--- src/hw/dram_pkg.sv ---
package dram_pkg;

  // processor side
  localparam int ADDR_W   = 32;
  localparam int WORD_W   = 32;
  localparam int MASK_W   = 4;          // one write enable per byte
  localparam int BYTE_W   = 8;
  localparam int OFFSET_W = 2;          // byte offset within a word

  // axi side, only lanes 0 to 3 carry data
  localparam int AXI_DATA_W = 128;
  localparam int AXI_STRB_W = AXI_DATA_W / BYTE_W;

  // model storage, upper address bits wrap
  localparam int MEM_WORDS_LOG2 = 8;
  localparam int MEM_WORDS      = 2 ** MEM_WORDS_LOG2;

  // cycles from reset release until calib_done
  localparam int                CALIB_W      = 16;
  localparam logic [CALIB_W-1:0] CALIB_CYCLES = 16'd20;

  // wait states per channel, 0 to 3 cycles
  localparam int WAIT_MAX_LOG2 = 2;

  localparam int               LFSR_W    = 16;
  localparam logic [LFSR_W-1:0] LFSR_SEED = 16'hace1;  // any nonzero value

endpackage

--- src/hw/dram_axi_bridge.sv ---
`timescale 1ns/1ps

module dram_axi_bridge (
  input  logic                            clk,
  input  logic                            arst_n,
  // processor request
  input  logic                            dram_oe,
  input  logic [dram_pkg::ADDR_W-1:0]     dram_addr,
  input  logic [dram_pkg::WORD_W-1:0]     dram_wdata,
  input  logic [dram_pkg::MASK_W-1:0]     dram_we,
  output logic [dram_pkg::WORD_W-1:0]     dram_rdata,
  output logic                            dram_valid,
  output logic                            dram_written,
  // read address
  output logic [dram_pkg::ADDR_W-1:0]     araddr,
  output logic                            arvalid,
  input  logic                            arready,
  // read data, always accepted
  input  logic [dram_pkg::AXI_DATA_W-1:0] rdata,
  input  logic                            rvalid,
  // write address
  output logic [dram_pkg::ADDR_W-1:0]     awaddr,
  output logic                            awvalid,
  input  logic                            awready,
  // write data
  output logic [dram_pkg::AXI_DATA_W-1:0] wdata,
  output logic [dram_pkg::AXI_STRB_W-1:0] wstrb,
  output logic                            wvalid,
  input  logic                            wready,
  // write response, always accepted
  input  logic                            bvalid
);
  import dram_pkg::*;

  typedef enum logic [1:0] {
    ST_IDLE,
    ST_READ,
    ST_WRITE
  } state_t;

  state_t              state;
  logic                start_rd;
  logic                start_wr;
  logic [OFFSET_W-1:0] req_off;
  logic [OFFSET_W-1:0] rd_off;     // offset of the open load
  logic [ADDR_W-1:0]   bus_addr;
  logic [WORD_W-1:0]   wdata_lane;
  logic [MASK_W-1:0]   wstrb_lane;

  assign req_off  = dram_addr[OFFSET_W-1:0];
  assign bus_addr = {dram_addr[ADDR_W-1:OFFSET_W], {OFFSET_W{1'b0}}};

  // a store wins over a load, mask bit 0 decides
  assign start_wr = (state == ST_IDLE) && dram_we[0];
  assign start_rd = (state == ST_IDLE) && dram_oe && !dram_we[0];

  // shifted by the byte offset, mask cut to 4 bits
  assign wdata_lane = dram_wdata << (BYTE_W * req_off);
  assign wstrb_lane = dram_we << req_off;

  always_ff @(posedge clk or negedge arst_n) begin
    if (!arst_n) begin
      state        <= ST_IDLE;
      arvalid      <= 1'b0;
      awvalid      <= 1'b0;
      wvalid       <= 1'b0;
      dram_valid   <= 1'b0;
      dram_written <= 1'b0;
    end else begin
      dram_valid   <= 1'b0;
      dram_written <= 1'b0;
      case (state)
        ST_IDLE: begin
          if (start_wr) begin
            state   <= ST_WRITE;
            awvalid <= 1'b1;
            wvalid  <= 1'b1;
          end else if (start_rd) begin
            state   <= ST_READ;
            arvalid <= 1'b1;
          end
        end
        ST_READ: begin
          if (arvalid && arready) arvalid <= 1'b0;
          if (rvalid) begin
            state      <= ST_IDLE;
            dram_valid <= 1'b1;  // one cycle pulse
          end
        end
        ST_WRITE: begin
          // aw and w may complete in any order
          if (awvalid && awready) awvalid <= 1'b0;
          if (wvalid && wready) wvalid <= 1'b0;
          if (bvalid) begin
            state        <= ST_IDLE;
            dram_written <= 1'b1;
          end
        end
        default: state <= ST_IDLE;
      endcase
    end
  end

  always_ff @(posedge clk) begin
    if (start_rd) begin
      araddr <= bus_addr;
      rd_off <= req_off;
    end
    if (start_wr) begin
      awaddr <= bus_addr;
      wdata  <= AXI_DATA_W'(wdata_lane);  // upper lanes zero
      wstrb  <= AXI_STRB_W'(wstrb_lane);
    end
    // zero fill from the top
    if (state == ST_READ && rvalid) begin
      dram_rdata <= rdata[WORD_W-1:0] >> (BYTE_W * rd_off);
    end
  end

endmodule

--- config.mk ---
export PLATFORM = sky130hd
export DESIGN_NAME = dram_axi_bridge
export DESIGN_NICKNAME = d
export VERILOG_FILES = /design/src/hw/dram_pkg.sv /design/src/hw/dram_axi_bridge.sv
export SDC_FILE = /design/constraint.sdc
export NUM_CORES = 1
export LEC_CHECK = 0
export ABC_AREA = 1
export BUFFER_PORTS_ARGS = -buffer_cell sky130_fd_sc_hd__buf_4
export CORE_AREA = 2 2 177 179
export CTS_CLUSTER_SIZE = 40
export DETAILED_ROUTE_END_ITERATION = 10
export DIE_AREA = 0 0 179 181
export GPL_TIMING_DRIVEN = 0
export PLACE_DENSITY_LB_ADDON = 0.08
export SYNTH_ARGS = -nofsm -noshare
export SYNTH_HDL_FRONTEND = slang
export SYNTH_SLANG_ARGS = --single-unit
export TNS_END_PERCENT = 10
--- constraint.sdc ---
create_clock -name clk -period 4.5 [get_ports clk]
set_clock_uncertainty 0.2 [all_clocks]
set_input_delay 0.9 -clock clk [delete_from_list [all_inputs] [get_ports clk]]
set_output_delay 0.9 -clock clk [all_outputs]
set_load 0.01 [all_outputs]
======== Yosys cells after proc, flatten, opt, wreduce, memory -nomap -nowiden ========
Index checks and enable logic that the tools add are counted.
Widths: inputs -> output; s select.
operators by class
  mux-type cells .......................... 18
  equality and inequality tests ........... 11
  shifts and indexed selects .............. 3
  reduce and logical (&&, ||, !) cells .... 15
operators with widths
  cell                count
  $shl 32x5->32       1
  $shr 32x5->32       1
  $ne 2x2->1 const B  8
  $mux 1              10
  $reduce_and 3->1    3
  $mux 2              4
  $logic_and 1x1->1   7
  $pmux 1 s2          3
  $pmux 2 s3          1
  $reduce_and 4->1    1
  $reduce_bool 2->1   2
  $shl 4x2->4         1
  $ne 3x3->1 const B  1
  $eq 2x1->1 const B  1
  $eq 2x2->1 const B  1
  $logic_not 2->1     1
  $logic_not 1->1     1
word-level totals
  output and inout bits ................... 245
  input bits .............................. 204
  register bits after elaboration ......... 137
  word-level logic and storage cells ...... 59

======== Longest topological paths before layout ========
  depth in word-level cells ............... 6
  depth in mapped cells ................... 6
  gate-level depth less buffers ........... 4

======== Worst setup path after synthesis ========
Ideal clock, no wire load.
  path kind ............................... input-to-reg
  start ................................... input rvalid
  end ..................................... register dram_rdata[0] in the netlist's numbering (enable)
  stages .................................. 2
  arrival ................................. 3.176 ns
  required time ........................... 3.837 ns
  buffers on the path ..................... 0
  setup slack ............................. 0.661 ns
  library setup time ...................... 0.463 ns
  cell sequence ........................... inv_1 -> nor3_1
between the ends
  cells in the longest elaborated chain, start to end .. 1
ends and longest elaborated chain
  element                 line                    RTL
  start: declaration      dram_axi_bridge.sv:20   input logic rvalid,
  $logic_and 1x1->1       dram_axi_bridge.sv:115  if (state == ST_READ && rvalid) begin
  end signal: assignment  dram_axi_bridge.sv:116  dram_rdata <= rdata[WORD_W-1:0] >> (BYTE_W * rd_off);
  end: declaration        dram_axi_bridge.sv:11   output logic [dram_pkg::WORD_W-1:0] dram_rdata,
Every way passes these cells.
A chain may end at the register's enable or synchronous reset.

======== Final worst setup path ========
  start ................................... register wdata[2] in the netlist's numbering
  end ..................................... output wdata[2] in the netlist's numbering
RTL lines
  element                   line                    RTL
  start: declaration        dram_axi_bridge.sv:26   output logic [dram_pkg::AXI_DATA_W-1:0] wdata,
  start signal: assignment  dram_axi_bridge.sv:111  wdata <= AXI_DATA_W'(wdata_lane);
No word-level cell between the ends.

==> key figures <==
Run status
  – Status: complete, no violations

Floorplanning
  – Die Area: 32,400 sq um
  – Initial Utilization: between 20% and 30%
  – Io pins: 449
  – Core Area: about 30,000 sq um
  – Die Width: approximately 180 um
  – Die Ht: between 150 and 200 um
  – Cell row count: between 60 and 70

Synth
  – Post-synthesis sequential area ratio: 62.0%
  – Syn_area_per_cell: 10.5 sq um
  – Yosys reg bits: ~140
  – Cell area after synthesis: about 6600 sq um
  – Number of distinct library cells after synthesis: 19
  – Synth warn: 0
  – Mapped Cells: between 600 and 700

STA
  – Max_slew headroom: ~46%
  – Setup TNS: 0 ps
  – Max Clk Rate: ~470 MHz
  – Worst Tran Pin Value: approximately 810 ps
  – Final period util: 46.9%
  – Final Hold Viols: 0
  – Hold slack: between 90 and 100 ps
  – Post-route minimum period: around 2100 ps
  – Unrepaired setup endpoints after global routing: no
  – Final setup violation count: 0
  – Slew Viols, Final: 0

Power
  – Worst vdd ir: 0.240 mV
  – Seq pwr share: roughly 42%
  – Clock network fraction of design power: 37.3%
  – Total power: approximately 3.8 mW
  – Pleak: a little under 5 nW
  – Net Sw Frac: about 29%
  – Power Dens Cells: a little under 400 nW/um^2
  – Pint: 2.74 mW
  – Sw Pwr: ~1.1 mW
  – Combinational share of power: about 20%

Final layout
  – Layout area overhead: 51.5%
  – Fillers: approximately 3,200
  – Fraction of layout cells with a size suffix above 1: roughly two fifths
  – Area of the multi-input gates: 1580 sq um
  – Register area: roughly 4000 sq um
  – Net count, final: 1,204

CTS
  – Post-cts sizing count: 0
  – CTS root buffer: clkbuf_16
  – Hold-fix buffers, CTS: 0
  – CTS Buf Count: 17
  – CTS tree: yes
  – Setup Buffers After CTS: 0
  – H-tree depth: 4
  – Worst skew pair latency: a little over 400 ps
  – Clock sinks: 137
  – CTS Buffer Depth: 2
  – CTS clk-pin slew, worst paths: 70 ps

Detailed routing
  – Routed vias/inst: 3.58
  – Drt pass-1 iters: 6
  – DRT Wirelength: approximately 20 mm
  – Routed Antenna Nets: 0
  – Vias post-DR: a little over 5,000
  – 1st-iter DRT viols: roughly 210
  – Average wire per standard cell: between 10 and 15 um
  – Post-route DRC violation count: 0

Critical path
  – Worst path required time: about 3400 ps
  – Reg2reg setup slack: roughly 2500 ps
  – Worst-path cell chain: buf_4
  – Worst path bufs/invs: 1
  – Worst setup path class: register to output pin
  – Crit end category: output pin
  – CP startpoint kind: register
  – Slowest stage delay, CP: approximately 420 ps
  – Critical Path AT: about 1000 ps
  – CP max-delay cell: edfxtp_1
  – CP top delay family: flip-flops
  – Crit path max fanout: 1

GRT
  – Pin count of the biggest net entering global routing: between 40 and 50
  – GRT Resource Usage Total: between 10% and 20%
  – Vias in the first global route: approximately 5,000
  – Total grt overflow: 0
  – Initial antenna violation count: 1
  – First-pass GRT wire length: 28.3 mm

Placement
  – Detail Placement HPWL: about 15 mm
  – GPL Wtd Cong: around 0.77
  – Port Buffers: 240

Flow run
  – Max-Cap Viols: 0

Worst hold path
  – Hold Path Class: input pin to asynchronous set/reset pin
cell usage after synthesis (all sizes together):
cell type / n / area share (%)
a21oi: 1 / 0.076
buf: 136 / 16
conb: 1 / 0.057
dfrtp: 7 / 2.7
edfxtp: 130 / 59
inv: 80 / 4.7
nand2: 160 / 9.3
nand3: 72 / 5.5
nor2: 20 / 1.2
nor3: 18 / 1.4
o21ai: 1 / 0.076
path summary, 6_finish.rpt:
check,startpoint,to,depth (start not counted)
max in group asynchronous,arst_n,arvalid,1
worst min-delay path,arst_n,dram_valid,1
worst max register to register,state[1],araddr[25],3
min in group clk,arvalid,arvalid,2
worst min register to register,arvalid,arvalid,2
worst max-delay path,wdata[2],wdata[2],1
cell usage in the layout (no fill, tap or decap), drive strengths merged:
cell      synthesis  routed
clkinvlp          0       1
buf             136     380
clkbuf            0      17
diode             0       1
nor2             20      20
clkinv            0       4
nor3             18      18
o21ai             1       1
dfrtp             7       7
nand3            72      72
a21oi             1       1
conb              1     112
nand2           160     160
bufinv            0       1
edfxtp          130     130
inv              80      89
kinds of logic after synthesis:
| logic type | Yosys count | synth area share, % |
|---|---|---|
| compound gates | 2 | 0.152 |
| other cells | 1 | 0.0570 |
| simple gates | 270 | 17.4 |
| buf+inv | 216 | 20.4 |
| flops | 137 | 62.0 |
power by group through the flow:
stage	sequential, mW	combinational, mW	clock (mW)
2_1_floorplan	1.74	0.317	0
3_5_place_dp	1.66	0.798	0
4_1_cts	1.64	0.798	1.48
5_1_grt	1.65	0.861	1.54
6_report	1.63	0.781	1.44
3_3_place_gp	1.68	0.781	0
registers in the layout, summed over array words and instances, names as in the netlist:
| name | cells |
|---|---|
| araddr | 30 |
| arvalid | 1 |
| awaddr | 30 |
| awvalid | 1 |
| dram_rdata | 32 |
| dram_valid | 1 |
| dram_written | 1 |
| rd_off | 2 |
| state | 2 |
| wdata | 32 |
| wstrb | 4 |
| wvalid | 1 |
per-layer routing:
layer	wire length [um]	vias to the layer above	global-route usage, %
li1	-	2552	-
met5	0	-	0
met2	9430	236	20.0
met1	7900	2244	13.7
met4	400	0	4.26
met3	1960	20	4.29
stage by stage:
stage                     std cells  worst slack (ps)  utilization [%]  area [sq um]
after global routing           1410              2310             32.8          9960
final                          1410              2390             32.8          9960
after detailed placement       1377              1940             30.8          9360
after floorplan                 737               661                -          6990
after CTS                      1409              2380             32.8          9960
after global placement         1373              -810             30.6          9290
layout make-up:
class                      count  share of cell area [%]
buffer                       136                    10.4
clock inverter                15                    1.77
antenna                        1                  0.0251
timing repair buffer         244                    18.7
tap                          396                    4.97
multi-input combinational    384                    15.8
sequential                   137                    40.9
inverter                      80                    3.11
clock buffer                  17                    4.27
Power figures use the tool's default switching activity.
